==> src/logic/csa_pkg.sv <==
`default_nettype none

package csa_pkg;

	// cipher word, count and tag widths
	localparam int WORD_W = 64;
	localparam int COUNT_W = 32;
	localparam int TAG_W = 32;

	// seed, key, intermediate word, mask and compare value
	typedef logic [WORD_W-1:0] word_t;

	// total, start and passes left
	typedef logic [COUNT_W-1:0] count_t;

	// block number of a job
	typedef logic [TAG_W-1:0] tag_t;

	// xored in by every mixing round before the rotate
	localparam word_t MIX_CONST = 64'hE613DB6DC11C4524;

endpackage

`default_nettype wire
==> src/logic/ring_if.sv <==
`timescale 1ns/1ps
`default_nettype none

interface ring_if;

	logic valid; // slot holds a job
	csa_pkg::tag_t tag;
	csa_pkg::word_t seed;
	csa_pkg::count_t total;
	csa_pkg::count_t start;
	csa_pkg::count_t left; // passes remaining
	csa_pkg::word_t word;

	modport src (
		output valid,
		output tag,
		output seed,
		output total,
		output start,
		output left,
		output word
	);

	modport snk (
		input valid,
		input tag,
		input seed,
		input total,
		input start,
		input left,
		input word
	);

endinterface

`default_nettype wire

==> src/logic/ring_entry.sv <==
`timescale 1ns/1ps
`default_nettype none

module ring_entry #(
	parameter int FIFO_LATENCY = 3
) (
	input wire logic clk,
	input wire logic rst_n,

	input wire logic fifo_ready_i,
	input wire logic tap_busy_i,
	output logic fifo_ren_o,

	input wire csa_pkg::tag_t job_tag_i,
	input wire csa_pkg::word_t job_seed_i,
	input wire csa_pkg::count_t job_total_i,
	input wire csa_pkg::count_t job_start_i,

	ring_if.snk loop_in,
	ring_if.src ring_out
);

	logic [FIFO_LATENCY-1:0] ren_hist; // own read pulses, oldest at the top
	logic capture;

	csa_pkg::tag_t nxt_tag;
	csa_pkg::word_t nxt_seed;
	csa_pkg::count_t nxt_total;
	csa_pkg::count_t nxt_start;
	csa_pkg::count_t nxt_left;
	csa_pkg::word_t nxt_key;
	logic first_pass;

	// job popped FIFO_LATENCY cycles ago is on the inputs now
	assign capture = ren_hist[FIFO_LATENCY-1];

	always_ff @(posedge clk) begin
		if (!rst_n) begin
			fifo_ren_o <= 1'b0;
			ren_hist <= '0;
		end else begin
			// never back to back since ready may lag a pop by a cycle
			fifo_ren_o <= fifo_ready_i && !tap_busy_i && !fifo_ren_o;
			ren_hist <= (ren_hist << 1) | FIFO_LATENCY'(fifo_ren_o);
		end
	end

	// new job into the empty slot or else the slot coming round
	always_comb begin
		if (capture) begin
			nxt_tag = job_tag_i;
			nxt_seed = job_seed_i;
			nxt_total = job_total_i;
			nxt_start = job_start_i;
			nxt_left = job_total_i - job_start_i;
		end else begin
			nxt_tag = loop_in.tag;
			nxt_seed = loop_in.seed;
			nxt_total = loop_in.total;
			nxt_start = loop_in.start;
			nxt_left = loop_in.left;
		end
	end

	assign first_pass = (nxt_left == nxt_total - nxt_start);

	// key for this pass
	assign nxt_key = first_pass ? nxt_seed : loop_in.word;

	always_ff @(posedge clk) begin
		if (!rst_n) begin
			ring_out.valid <= 1'b0;
		end else begin
			ring_out.valid <= capture || loop_in.valid;
		end
	end

	always_ff @(posedge clk) begin
		ring_out.tag <= nxt_tag;
		ring_out.seed <= nxt_seed;
		ring_out.total <= nxt_total;
		ring_out.start <= nxt_start;
		ring_out.left <= nxt_left;
		ring_out.word <= nxt_key;
	end

endmodule

`default_nettype wire

==> src/flat_wrapper.sv <==
// flat-port wrapper written by rule: the top's interface ports become plain ports
module ring_entry_flat 
#(
	parameter int FIFO_LATENCY = 3
)
  (clk, rst_n, fifo_ready_i, tap_busy_i, fifo_ren_o, job_tag_i, job_seed_i, job_total_i, job_start_i, loop_in_valid, loop_in_tag, loop_in_seed, loop_in_total, loop_in_start, loop_in_left, loop_in_word, ring_out_valid, ring_out_tag, ring_out_seed, ring_out_total, ring_out_start, ring_out_left, ring_out_word);
  ring_if loop_in_i ();
  ring_if ring_out_i ();
  input wire logic clk;
  input wire logic rst_n;
  input wire logic fifo_ready_i;
  input wire logic tap_busy_i;
  output logic fifo_ren_o;
  input wire csa_pkg::tag_t job_tag_i;
  input wire csa_pkg::word_t job_seed_i;
  input wire csa_pkg::count_t job_total_i;
  input wire csa_pkg::count_t job_start_i;
  input wire logic [$bits(loop_in_i.valid)-1:0] loop_in_valid;
  input wire logic [$bits(loop_in_i.tag)-1:0] loop_in_tag;
  input wire logic [$bits(loop_in_i.seed)-1:0] loop_in_seed;
  input wire logic [$bits(loop_in_i.total)-1:0] loop_in_total;
  input wire logic [$bits(loop_in_i.start)-1:0] loop_in_start;
  input wire logic [$bits(loop_in_i.left)-1:0] loop_in_left;
  input wire logic [$bits(loop_in_i.word)-1:0] loop_in_word;
  output wire logic [$bits(ring_out_i.valid)-1:0] ring_out_valid;
  output wire logic [$bits(ring_out_i.tag)-1:0] ring_out_tag;
  output wire logic [$bits(ring_out_i.seed)-1:0] ring_out_seed;
  output wire logic [$bits(ring_out_i.total)-1:0] ring_out_total;
  output wire logic [$bits(ring_out_i.start)-1:0] ring_out_start;
  output wire logic [$bits(ring_out_i.left)-1:0] ring_out_left;
  output wire logic [$bits(ring_out_i.word)-1:0] ring_out_word;
  assign loop_in_i.valid = loop_in_valid;
  assign loop_in_i.tag = loop_in_tag;
  assign loop_in_i.seed = loop_in_seed;
  assign loop_in_i.total = loop_in_total;
  assign loop_in_i.start = loop_in_start;
  assign loop_in_i.left = loop_in_left;
  assign loop_in_i.word = loop_in_word;
  assign ring_out_valid = ring_out_i.valid;
  assign ring_out_tag = ring_out_i.tag;
  assign ring_out_seed = ring_out_i.seed;
  assign ring_out_total = ring_out_i.total;
  assign ring_out_start = ring_out_i.start;
  assign ring_out_left = ring_out_i.left;
  assign ring_out_word = ring_out_i.word;
  ring_entry #(.FIFO_LATENCY(FIFO_LATENCY)) u_core (.clk(clk), .rst_n(rst_n), .fifo_ready_i(fifo_ready_i), .tap_busy_i(tap_busy_i), .fifo_ren_o(fifo_ren_o), .job_tag_i(job_tag_i), .job_seed_i(job_seed_i), .job_total_i(job_total_i), .job_start_i(job_start_i), .loop_in(loop_in_i), .ring_out(ring_out_i));
endmodule
==> config.mk <==
export PLATFORM = sky130hd
export DESIGN_NAME = ring_entry_flat
export DESIGN_NICKNAME = d
export VERILOG_FILES = /design/src/logic/csa_pkg.sv /design/src/logic/ring_if.sv /design/src/logic/ring_entry.sv /design/src/flat_wrapper.sv
export SDC_FILE = /design/constraint.sdc
export NUM_CORES = 1
export LEC_CHECK = 0
export BUFFER_PORTS_ARGS = -buffer_cell sky130_fd_sc_hd__buf_4
export CAP_MARGIN = 20
export CORE_AREA = 3 3 264 266
export CTS_BUF_LIST = sky130_fd_sc_hd__clkbuf_4
export CTS_CLUSTER_DIAMETER = 100
export CTS_CLUSTER_SIZE = 16
export DETAILED_ROUTE_END_ITERATION = 7
export DIE_AREA = 0 0 267 269
export PLACE_DENSITY = 0.45
export SYNTH_ARGS = -nofsm -noshare
export SYNTH_HDL_FRONTEND = slang
export SYNTH_SLANG_ARGS = --single-unit
==> constraint.sdc <==
create_clock -name clk -period 11 [get_ports clk]
set_input_delay 2.2 -clock clk [delete_from_list [all_inputs] [get_ports clk]]
set_output_delay 2.2 -clock clk [all_outputs]
set_load 0.02 [all_outputs]
### Word level (Yosys, flattened, before mapping)

Index checks and enable logic that the tools add are counted.

* bits in read-only memories: 0
* word-level logic and storage cells: 24
* memories kept: 0
* input bits: 421
* memory bits (writable): 0
* latch bits: 0
* register bits after elaboration: 261
* output and inout port bits: 258

* eq/ne operators: 1
* add/sub/neg operators: 2
* shift-type cells: 0
* bitwise logic cells: 1
* $lt $le $gt $ge: 0
* multiply operators: 0
* div/mod/pow operators: 0
* reduce and logical (&&, ||, !) cells: 5
* mux-type cells: 6

Operator list (count)
* $mux W32: 4
* $mux W64: 2
* $sub A32 B32 Y32: 2
* $eq A32 B32 Y1: 1
* $or A3 B1 Y3: 1
* $logic_and A1 B1 Y1: 2
* $logic_not A1 Y1: 2
* $logic_or A1 B1 Y1: 1

### Longest topological paths before layout

Gate-level depths: netlist of the first run.

* word-level depth: 4
* depth in mapped cells: 22
* depth with buffers taken out: 15

### Worst setup path after synthesis of the first run

Ideal clock, no wire load.

* path type: input to register
* from: in job_start_i[0]
* to: reg u_core.ring_out.word[10]
* stages: 16
* library setup time: 0.123 ns
* setup slack: 4.808 ns
* arrival: 6.068 ns
* data required time: 10.877 ns
* buffers on the path: 2
* path through: mux2_2 ha_1 fa_1 nand2b_1 a211oi_2 nor2b_1 o31a_1 a311oi_2 nor4b_1 a311oi_2 xnor2_1 or4b_1 nor4b_2 buf_4 buf_6 mux2_1

* cells in the longest elaborated chain, start to end: 4
* elaborated cells on any way between the ends: 6
* classes of those cells: add/sub: 2; eq/ne: 1; mux: 3

RTL lines
* start, declared: line flat_wrapper.sv:17 `input wire csa_pkg::count_t job_start_i;`
* $sub A32 B32 Y32 / $mux W32 (equally long branches): line ring_entry.sv:55, ring_entry.sv:50
* $mux W32 / $sub A32 B32 Y32 (equally long branches): line ring_entry.sv:50, ring_entry.sv:65
* $eq A32 B32 Y1 (*): line ring_entry.sv:65 `assign first_pass = (nxt_left == nxt_total - nxt_start);`
* $mux W64 (*): line ring_entry.sv:68 `assign nxt_key = first_pass ? nxt_seed : loop_in.word;`
* net u_core.nxt_key[10]: line ring_entry.sv:31 `csa_pkg::word_t nxt_key;`
* end signal, assigned: line ring_entry.sv:84 `ring_out.word <= nxt_key;`
* end, declared: line ring_if.sv:21 `output word`

The timed path passes the listed nets; every way through them passes the cells marked *.
A chain may end at the register's enable or synchronous reset.

### Final worst setup path of the first run

* from: reg u_core.ren_hist[2]
* to: reg u_core.ring_out.word[10]

* cells in the longest elaborated chain, start to end: 4
* elaborated cells on any way between the ends: 7
* classes of those cells: add/sub: 1; eq/ne: 1; mux: 5

RTL lines
* start, declared: line ring_entry.sv:23 `logic [FIFO_LATENCY-1:0] ren_hist;`
* start signal, assigned: line ring_entry.sv:44 `ren_hist <= (ren_hist << 1) | FIFO_LATENCY'(fifo_ren_o);`
* $mux W32: line ring_entry.sv:50 `if (capture) begin`
* $sub A32 B32 Y32: line ring_entry.sv:65
* $eq A32 B32 Y1: line ring_entry.sv:65
* $mux W64 (*): line ring_entry.sv:68
* net u_core.nxt_key[10]: line ring_entry.sv:31

Marks and branches as above.

==> results of run 1 <==
[final timing paths]
check / endpoint / slack (ns) / startpoint
max reg2reg: u_core.ring_out.word[10] / 4.38 / u_core.ren_hist[2]
min reg2reg: u_core.ren_hist[1] / 0.45 / u_core.ren_hist[0]
min: u_core.ren_hist[1] / 0.45 / u_core.ren_hist[0]
max: u_core.ring_out.word[10] / 4.38 / u_core.ren_hist[2]
[cell usage after synthesis (13+ instances only)]
cell type and instances:
nor2_1 41, a21oi_1 63, inv_1 77, xnor2_1 47, nand3_1 19, dfxtp_1 261
ha_1 64, mux2_1 60, o21a_1 15, a211oi_1 13, xor2_1 19, mux2_2 143
clkbuf_1 29, nand4_1 18, mux2i_1 33, o21ai_0 29, a21o_1 25, nand2_1 60
[metrics by stage]
step | cells | hold slack (ns) | instance area (um2) | total power, mW | setup WS (ns)
2_1_floorplan | 1196 | 0.4057 | 12510 | 1.377 | 4.808
3_3_place_gp | 2705 | 0.4085 | 18520 | 1.721 | 3.546
3_5_place_dp | 2705 | 0.4129 | 18520 | 1.721 | 3.547
4_1_cts | 2744 | 0.4495 | 18910 | 2.341 | 4.344
5_1_grt | 2751 | 0.4675 | 18920 | 2.410 | 3.960
6_report | 2755 | 0.4491 | 18930 | 2.294 | 4.379
[cell type report]
class	count	area share
Multi-Input combinational cell	811	0.3578
Sequential cell	261	0.2762
Timing Repair Buffer	683	0.2715
Tap cell	873	0.05769
Inverter	77	0.01527
Clock buffer	26	0.01031
Clock inverter	13	0.009847
Antenna cell	11	0.001454
[kinds of logic (layout without fill, tap and decap cells)]
logic type | Yosys count | after routing
AO/OA/AOI/OAI | 236 | 236
XOR/XNOR | 69 | 69
adder cells (fa/ha/maj) | 66 | 66
buffers and inverters | 124 | 799
flip-flops | 261 | 261
multiplexers | 236 | 236
other | 0 | 11
AND/OR/NAND/NOR | 204 | 204
[registers in the layout (all words and copies together), names as in the netlist]
| register | cells |
|---|---|
| u_core.fifo_ren_o | 1 |
| u_core.ren_hist | 3 |
| u_core.ring_out.left | 32 |
| u_core.ring_out.seed | 64 |
| u_core.ring_out.start | 32 |
| u_core.ring_out.tag | 32 |
| u_core.ring_out.total | 32 |
| u_core.ring_out.valid | 1 |
| u_core.ring_out.word | 64 |
[critical path: cells and delay by family (launching register included)]
kind,cells,cell delay [ns]
buf+inv,2,1.50
flops,1,0.72
mux,2,0.67
xor+xnor,2,0.26
fa+ha+maj,2,0.67
compound gates,1,0.18
simple gates,7,2.46
[layer usage]
metal  track usage  up-vias  share of wire
met2        0.3132      456           0.49
li1              -     5633              -
met5             0        -         0.0013
met3       0.04635       76          0.067
met1        0.2286     5649           0.43
met4       0.03690       14          0.019
[power groups by stage]
stage / clock network, mW / logic (mW) / registers [mW]
floorplan: 0 / 0.272 / 1.10
global placement: 0 / 0.681 / 1.04
detailed placement: 0 / 0.682 / 1.04
CTS: 0.636 / 0.686 / 1.02
global route: 0.656 / 0.730 / 1.02
finish: 0.595 / 0.680 / 1.02
==> reports/results.ini, run 1 <==
[die]
die_w_um = 267
dieHeight_um = 269
dieArea_um2 = 71820
row_count = 95
ios = 679
core_um2 = 67280
start_util = 0.1860

[finish]
multi_input_area_um2 = 6774
area.sequential_um2 = 5229
fillers = 7190
syn_to_final_growth_pct = 51.34
utilization = 0.2814
final_cell_mix = buf_4, dfxtp_1, mux2_2
drive_gt1_frac = 0.4703
layout_commonest_cell = buf_4
finalNetCount = 2347

[yosys]
yosys_register_bits = 261
synthAdderAreaFrac = 0.06721
synth_top_family_by_area = multiplexers
synth_compound_area_frac = 0.1303
synth_cell_types = 76
synth_xor_area_frac = 0.05171
synth-async-reset-ratio = 0
netlist_instances = 1196
synth-simple-area-share = 0.08241
synthFlopType = dfxtp_1
yosys.area.top_type = dfxtp_1
syn_area_per_cell_um2 = 10.46
ys_warn_count = 0
syn_nets = 1683
yosys-mux-area-fraction = 0.2091
synthesis.area_um2 = 12510
synth_edf_count = 0
synth.top_cell.area_share = 0.4176
seq_area_frac_synth = 0.4176
netlist_top_cells_area = dfxtp_1, mux2_2, ha_1

[setup_path]
crit_chain = buf_4, mux2i_1, ha_1, fa_1, nand2b_1, a21oi_1, xnor2_1, xnor2_1, nor4_1, nand4_1, nor4b_1, nand4_1, or4b_1, nor4b_4, buf_4, mux2_1
start_kind = flop
cp.required_ns = 11.71
crit_slowest_cell = buf_4
end_kind = flop
cp_max_fo = 64
critPathKind = reg -> reg
arrival_ns = 7.33
cpPeakStageDelay_ns = 0.75
worst_r2r_path_depth = 16

[timing]
setup_violations = 0
fin_crit_sh = 0.6019
timing.fmax_mhz = 151.0
finClkSkew_ns = 0.07617
min_period_ns = 6.621
setup_tns_ns = 0
hold_viol_final = 0
rsz0062_at_grt = no
max_slew_margin = 0.3593
worst_slew_pin_slew_ns = 0.9610
finalMaxSlewViolations = 0

[drt]
drt_first_pass_iters = 5
first_iter_violations = 705
vias = 11830
ant_nets = 0
routed_wl_um = 70050
viasPerCell = 4.293
drc_errors = 0
wire_per_inst_um = 25.43

[clock_network]
htree_num_levels = 1
cts_tree = built
clock-sinks = 261
numCtsBuffers = 26
post_cts_resized = 0
clock_latency_ns = 0.89
cts_hold_buf = 0
post_cts_buffers = 0
clockRootBuffer = clkbuf_4
clk_pin_slew_worst_paths_ns = 0.15
clockBufferDepth = 3

[power]
seq_power_share = 0.444
p_leak_nw = 8.594
power_density_nw_per_um2 = 121.2
internal_power_mw = 1.497
combPwrFrac = 0.296
swShare = 0.3475
pwr-share-clk = 0.259
ir_drop_mv = 0.06299
switchingPower_uw = 797.4

[global_routing]
grt.total_usage = 0.1812
grt_pass1_wl_um = 92130
grt_max_degree = 113
antenna_found_initial = 14
grt.overflow.total = 0
grt_pass1_vias = 12150

[min_path]
hp-class = reg -> reg
whs_path_depth = 1

[outcome]
status = finished, final reports clean

[place]
globalplace.congestion = 0.8404
io_buffers = 678
dp_hpwl_um = 59500

[job]
drv_cap = 0

No activity file was read; power rests on OpenSTA's default activity.
==> run 2, diff against run 1 <==
--- a/config.mk
+++ b/config.mk
@@ -5,15 +5,16 @@
 export SDC_FILE = /design/constraint.sdc
 export NUM_CORES = 1
 export LEC_CHECK = 0
+export ABC_AREA = 1
 export BUFFER_PORTS_ARGS = -buffer_cell sky130_fd_sc_hd__buf_4
 export CAP_MARGIN = 20
-export CORE_AREA = 3 3 264 266
+export CORE_AREA = 3 3 261 263
 export CTS_BUF_LIST = sky130_fd_sc_hd__clkbuf_4
 export CTS_CLUSTER_DIAMETER = 100
 export CTS_CLUSTER_SIZE = 16
 export DETAILED_ROUTE_END_ITERATION = 7
-export DIE_AREA = 0 0 267 269
-export PLACE_DENSITY = 0.45
+export DIE_AREA = 0 0 264 266
+export PLACE_DENSITY = 0.5
 export SYNTH_ARGS = -nofsm -noshare
 export SYNTH_HDL_FRONTEND = slang
 export SYNTH_SLANG_ARGS = --single-unit
==> constraint.sdc (replaced) <==
create_clock -name clk -period 5.6 [get_ports clk]
set_input_delay 1.12 -clock clk [delete_from_list [all_inputs] [get_ports clk]]
set_output_delay 1.12 -clock clk [all_outputs]
set_load 0.02 [all_outputs]
==> run 2 against run 1 <==
Effect of this change: non-clock buffer count grew 16; utilization grew 3.4 points; die area is 2.2% lower; combinational power grew 120%; register-to-register slack worse by 3.7 ns; synthesized area up 17%.
==> reports/results.ini, run 2 <==
[drt]
drt_first_pass_iters = 5  ; unchanged
ant_nets = 0  ; unchanged
wire_per_inst_um = 20.08  ; was 25.43 um
first_iter_violations = 888  ; was 705
routed_wl_um = 77100  ; was 70050 um
viasPerCell = 4.300  ; was 4.293
drc_errors = 0  ; unchanged
vias = 16510  ; was 11.83k

[clock_network]
htree_num_levels = 1  ; unchanged
post_cts_buffers = 0  ; unchanged
numCtsBuffers = 25  ; was 26
clk_pin_slew_worst_paths_ns = 0.19  ; was 0.15 ns
clock_latency_ns = 0.83  ; was 0.89 ns
post_cts_resized = 0  ; unchanged
cts_hold_buf = 0  ; unchanged
clockBufferDepth = 3  ; unchanged
clockRootBuffer = clkbuf_4  ; unchanged
cts_tree = built  ; unchanged
clock-sinks = 261  ; unchanged

[power]
power_density_nw_per_um2 = 217.2  ; was 121.2 nW/um2
p_leak_nw = 11.76  ; was 8.594 nW
totalPowerFinal_mw = 4.511  ; was 2.294 mW
ir_drop_mv = 0.1066  ; was 0.06299 mV

[yosys]
yosys_register_bits = 261  ; unchanged
synthesis.area_um2 = 14580  ; was 12510 um2
synth.most_common_cell = nand2_1  ; was dfxtp_1
netlist_instances = 2305  ; was 1196
synth_cell_types = 37  ; was 76
synth-async-reset-ratio = 0  ; unchanged
synth.top_cell.area_share = 0.3585  ; was 0.4176
synthFlopType = dfxtp_1  ; unchanged
syn_area_per_cell_um2 = 6.323  ; was 10.46 um2
synth_edf_count = 0  ; unchanged
synth_common_cells = nand2_1, inv_1, dfxtp_1  ; was dfxtp_1, mux2_2, inv_1
seq_area_frac_synth = 0.3585  ; was 0.4176
netlist_top_cells_area = dfxtp_1, nand2_1, inv_1  ; was dfxtp_1, mux2_2, ha_1
yosys.area.top_type = dfxtp_1  ; unchanged
syn_nets = 2792  ; was 1683
ys_warn_count = 0  ; unchanged

[global_routing]
grt.overflow.total = 0  ; unchanged
grt_max_degree = 80  ; was 113
grt_pass1_vias = 15990  ; was 12.15k
grt.total_usage = 0.2073  ; was 0.1812
antenna_found_initial = 14  ; unchanged
grt_pass1_wl_um = 108100  ; was 92130 um

[finish]
final_cell_mix = nand2_1, buf_4, inv_1  ; was buf_4, dfxtp_1, mux2_2
reg_top3 = u_core.ring_out.seed (64), u_core.ring_out.word (64)  ; unchanged
drive_gt1_frac = 0.2657  ; was 0.4703
finalNetCount = 3446  ; was 2347
layout_commonest_cell = nand2_1  ; was buf_4
syn_to_final_growth_pct = 42.51  ; was 51.34%

[die]
start_util = 0.2213  ; was 0.1860
dieArea_um2 = 70220  ; was 71820 um2
row_count = 94  ; was 95
core_um2 = 65860  ; was 67280 um2
die_w_um = 264  ; was 267 um
ios = 679  ; unchanged
dieHeight_um = 266  ; was 269 um

[place]
dp_hpwl_um = 65280  ; was 59500 um
io_buffers = 678  ; unchanged
globalplace.congestion = 0.9215  ; was 0.8404

[timing]
rsz0062_at_grt = no  ; unchanged
hold_viol_final = 0  ; unchanged
setup_tns_ns = 0  ; unchanged
fin_crit_sh = 0.8834  ; was 0.6019
min_period_ns = 4.947  ; was 6.621 ns
setup_violations = 0  ; unchanged
finClkSkew_ns = 0.06536  ; was 0.07617 ns
finalMaxSlewViolations = 0  ; unchanged
timing.fmax_mhz = 202.1  ; was 151.0 MHz
max_slew_margin = 0.4752  ; was 0.3593
worst_slew_pin_slew_ns = 0.7872  ; was 0.9610 ns

[job]
drv_cap = 0  ; unchanged

[setup_path]
cp_max_fo = 64  ; unchanged
r2r-start = u_core.ren_hist[2]  ; unchanged
cp.required_ns = 6.36  ; was 11.71 ns
arrival_ns = 5.71  ; was 7.33 ns
reg2reg_slack_ns = 0.65  ; was 4.38 ns
rr_endpoint = u_core.ring_out.word[22]  ; was u_core.ring_out.word[10]
critPathKind = reg -> reg  ; unchanged
end_kind = flop  ; unchanged
worst_r2r_path_depth = 22  ; was 16
start_kind = flop  ; unchanged

[min_path]
hp-class = reg -> reg  ; unchanged
hold_path_end = u_core.ren_hist[2]  ; was u_core.ren_hist[1]
hp-start = u_core.ren_hist[1]  ; was u_core.ren_hist[0]
whs_path_depth = 2  ; was 1

[outcome]
status = finished, final reports clean  ; unchanged

run 2: critical path, stage by stage, from the launching register on:
cell,delay [ns]
dfxtp_4,0.74
buf_4,0.42
o21ai_0,0.27
ha_1,0.27
fa_1,0.41
inv_1,0.21
nand3_1,0.11
nand2_1,0.14
nand2_1,0.07
nand2_1,0.13
nand2_1,0.09
nand2_1,0.14
nand2_1,0.07
nand2_1,0.10
inv_1,0.05
nand2_1,0.06
nand2_1,0.05
nor2_1,0.12
nand2_1,0.12
nor3_4,0.31
buf_4,0.65
nand4_1,0.16
nand2_1,0.12
run 2: cell families (layout without fill, tap and decap cells):
kind of cell	count (synthesis)	after routing	synth area share
fa+ha+maj	66	66	0.05769
simple gates	1478	1478	0.4218
other cells	0	7	0
compound gates	97	97	0.03494
flops	261	261	0.3585
xor+xnor	25	25	0.01502
buf+inv	378	1042	0.1120
run 2: per-stage QoR:
step	instances	worst slack (ns)	utilization	hold slack (ns)	instance area [um2]
floorplan	2305	1.487	-	0.3856	14580
global placement	3796	0.5429	0.3102	0.3972	20430
detailed placement	3796	0.5577	0.3102	0.3958	20430
CTS	3833	0.5874	0.3151	0.2945	20750
global route	3835	0.1725	0.3152	0.3149	20760
finish	3840	0.6531	0.3154	0.3627	20770
run 2: worst max-delay path by stage:
stage                             startpoint                  endpoint  slack [ns]
after floorplan           u_core.ren_hist[2]  u_core.ring_out.word[10]        1.49
after global placement        job_start_i[1]  u_core.ring_out.word[32]        0.54
after detailed placement      job_total_i[0]  u_core.ring_out.word[19]        0.56
after CTS                 u_core.ren_hist[2]  u_core.ring_out.word[28]        0.59
after global routing      u_core.ren_hist[2]  u_core.ring_out.word[22]        0.17
final                     u_core.ren_hist[2]  u_core.ring_out.word[22]        0.65
run 2: layout make-up:
cell class / count / area (um2)
diodes: 7 / 17.52
clock buffers: 27 / 202.7
clock inverters: 10 / 122.6
fillers: 7408 / 45090
inverters: 306 / 1154
multi-input cells: 1666 / 7717
flip-flops and latches: 261 / 5229
well taps: 864 / 1081
repair buffers: 699 / 5248
run 2: where the power goes:
| group | total, mW | switching [mW] | internal (mW) | leakage [nW] |
|---|---|---|---|---|
| Combinational | 1.48 | 0.892 | 0.591 | 9.37 |
| Sequential | 2.00 | 0.0346 | 1.97 | 2.20 |
| Clock | 1.03 | 0.762 | 0.266 | 0.182 |
run 2: metal layers:
layer  up-vias  routed length (um)  share of wire  global-route usage
met5         -                 109         0.0014                   0
met4        16                2639          0.034             0.06461
met3        93                5124          0.066             0.04331
met2       565               39640           0.51              0.3886
met1      7434               29590           0.38              0.2340
li1       8403                   -              -                   -
==> run 3, diff against run 2 <==
--- a/config.mk
+++ b/config.mk
@@ -6,10 +6,9 @@
 export NUM_CORES = 1
 export LEC_CHECK = 0
 export ABC_AREA = 1
-export BUFFER_PORTS_ARGS = -buffer_cell sky130_fd_sc_hd__buf_4
+export BUFFER_PORTS_ARGS = -buffer_cell sky130_fd_sc_hd__buf_2
 export CAP_MARGIN = 20
 export CORE_AREA = 3 3 261 263
-export CTS_BUF_LIST = sky130_fd_sc_hd__clkbuf_4
 export CTS_CLUSTER_DIAMETER = 100
 export CTS_CLUSTER_SIZE = 16
 export DETAILED_ROUTE_END_ITERATION = 7
==> run 3 against run 2 <==
Effect of this change: clock power increased by 49%; sequential power about the same; cell count decreased by 0.29%; worst hold slack improved by 0.048 ns; routed wire length decreased by 2.0%; power increased by 7.7%; combinational power decreased by 9%; cell area decreased by 6.6%; critical path depth decreased by 2; critical path type unchanged; critical endpoint is now u_core.ring_out.word[45]; largest cell class unchanged.
==> reports/results.ini, run 3 (synthesized netlist as in run 2, its figures left out) <==
[outcome]
status = finished, final reports clean  ; unchanged

[die]
ios = 679  ; unchanged
core_um2 = 65860  ; unchanged
start_util = 0.2213  ; unchanged
die_w_um = 264  ; unchanged
dieHeight_um = 266  ; unchanged
dieArea_um2 = 70220  ; unchanged
row_count = 94  ; unchanged

[drt]
vias = 16390  ; was 16.51k
ant_nets = 0  ; unchanged
drt_first_pass_iters = 5  ; unchanged
wire_per_inst_um = 19.72  ; was 20.08 um
routed_wl_um = 75530  ; was 77100 um
viasPerCell = 4.281  ; was 4.300
first_iter_violations = 1034  ; was 888
drc_errors = 0  ; unchanged

[clock_network]
clockRootBuffer = clkbuf_16  ; was clkbuf_4
post_cts_buffers = 0  ; unchanged
clockBufferDepth = 3  ; unchanged
clock_latency_ns = 0.53  ; was 0.83 ns
clk_pin_slew_worst_paths_ns = 0.08  ; was 0.19 ns
numCtsBuffers = 22  ; was 25
htree_num_levels = 1  ; unchanged
cts_tree = built  ; unchanged
post_cts_resized = 0  ; unchanged
cts_hold_buf = 0  ; unchanged
clock-sinks = 261  ; unchanged

[global_routing]
grt_pass1_wl_um = 105200  ; was 108100 um
grt_pass1_vias = 15800  ; was 15.99k
antenna_found_initial = 20  ; was 14
grt.overflow.total = 0  ; unchanged
grt.total_usage = 0.2027  ; was 0.2073
grt_max_degree = 79  ; was 80

[finish]
fillers = 7512  ; was 7408
design_area_um2 = 19400  ; was 20770 um2
fin_cells = 3829  ; was 3840
syn_to_final_growth_pct = 33.08  ; was 42.51%
area.sequential_um2 = 5229  ; unchanged
layout_commonest_cell = nand2_1  ; unchanged
reg_top3 = u_core.ring_out.seed (64), u_core.ring_out.word (64)  ; unchanged
drive_gt1_frac = 0.2632  ; was 0.2657
multi_input_area_um2 = 7717  ; unchanged
final_cell_mix = nand2_1, buf_2, inv_1  ; was nand2_1, buf_4, inv_1
finalNetCount = 3441  ; was 3446
utilization = 0.2945  ; was 0.3154

[setup_path]
critPathLaunch = u_core.ren_hist[2]  ; unchanged
arrival_ns = 5.30  ; was 5.71 ns
crit_end = u_core.ring_out.word[45]  ; was u_core.ring_out.word[22]
worst_r2r_path_depth = 20  ; was 22
cp_max_fo = 64  ; unchanged
r2r-start = u_core.ren_hist[2]  ; unchanged
end_kind = flop  ; unchanged
start_kind = flop  ; unchanged
cp.required_ns = 6.07  ; was 6.36 ns
critPathKind = reg -> reg  ; unchanged
rr_endpoint = u_core.ring_out.word[45]  ; was u_core.ring_out.word[22]
reg2reg_slack_ns = 0.77  ; was 0.65 ns

[place]
dp_hpwl_um = 64220  ; was 65280 um
dp.cells = 3794  ; was 3796
placed_area_um2 = 18730  ; was 20430 um2
io_buffers = 678  ; unchanged
globalplace.congestion = 0.9404  ; was 0.9215

[timing]
finalMaxSlewViolations = 0  ; unchanged
hold_ws_ns = 0.4110  ; was 0.3627 ns
setup_tns_ns = 0  ; unchanged
finClkSkew_ns = 0.02021  ; was 0.06536 ns
timing.fmax_mhz = 207.2  ; was 202.1 MHz
fin_crit_sh = 0.8617  ; was 0.8834
max_slew_margin = 0.4701  ; was 0.4752
setup_violations = 0  ; unchanged
min_period_ns = 4.826  ; was 4.947 ns
hold_viol_final = 0  ; unchanged
worst_slew_pin_slew_ns = 0.7949  ; was 0.7872 ns
rsz0062_at_grt = no  ; unchanged

[job]
drv_cap = 0  ; unchanged

[min_path]
whs_path_depth = 2  ; unchanged
hp-class = reg -> reg  ; unchanged

[power]
ir_drop_mv = 0.1823  ; was 0.1066 mV
p_leak_nw = 11.30  ; was 11.76 nW
power_density_nw_per_um2 = 250.6  ; was 217.2 nW/um2

-- run 3: cell count changes in the layout (fill, tap and decap cells not counted), sizes merged --
cell	change
clkinv	-5
clkbuf	-1
diode	-2
buf	-2
inv	-1
-- run 3: worst min path at each step --
stage                  startpoint                  to  slack (ns)
2_1_floorplan  u_core.ren_hist[0]  u_core.ren_hist[1]        0.39
3_3_place_gp   u_core.ren_hist[0]  u_core.ren_hist[1]        0.40
3_5_place_dp   u_core.ren_hist[0]  u_core.ren_hist[1]        0.40
4_1_cts        u_core.ren_hist[0]  u_core.ren_hist[1]        0.41
5_1_grt        u_core.ren_hist[0]  u_core.ren_hist[1]        0.44
6_report       u_core.ren_hist[0]  u_core.ren_hist[1]        0.41
-- run 3: per-stage QoR --
stage / total power [mW] / worst slack (ns)
floorplan: 2.816 / 1.487
global placement: 3.386 / 0.6414
global route: 5.129 / 0.2881
CTS: 4.946 / 0.7411
detailed placement: 3.380 / 0.6309
finish: 4.860 / 0.7743
-- run 3: cell type report --
cell class | instances | area share
clock buffers | 26 | 0.03129
diodes | 5 | 0.0006451
clock inverters | 4 | 0.002451
inverters | 306 | 0.05948
repair buffers | 697 | 0.1829
multi-input cells | 1666 | 0.3979
flip-flops and latches | 261 | 0.2696
well taps | 864 | 0.05573
-- run 3: critical path, cell delays in order, from the launching register on --
cell     delay, ns
dfxtp_4       0.58
buf_4         0.39
buf_4         0.35
o21ai_0       0.20
ha_1          0.45
nand2_1       0.13
nor2_1        0.18
nand2_1       0.09
nand2_2       0.10
nand2_1       0.06
nand2_1       0.17
xor2_1        0.33
inv_1         0.07
nand2_1       0.07
nand2_1       0.05
nor2_1        0.08
nand2_1       0.11
nor3_4        0.30
buf_4         0.68
nand4_1       0.18
nand2_1       0.12
-- run 3: per-layer routing --
layer,GRT usage,wire length (um),vias up
li1,-,-,8385
met1,0.2304,29390,7357
met2,0.3732,38190,535
met3,0.04146,4897,102
met4,0.07484,2963,12
met5,0,77,-
-- run 3: power by group --
part	leakage (nW)	switching [mW]	internal (mW)	total, mW
clock network	0.322	0.753	0.774	1.53
registers	2.20	0.0302	1.96	1.99
logic	8.77	0.889	0.451	1.34
total	11.3	1.67	3.19	4.86
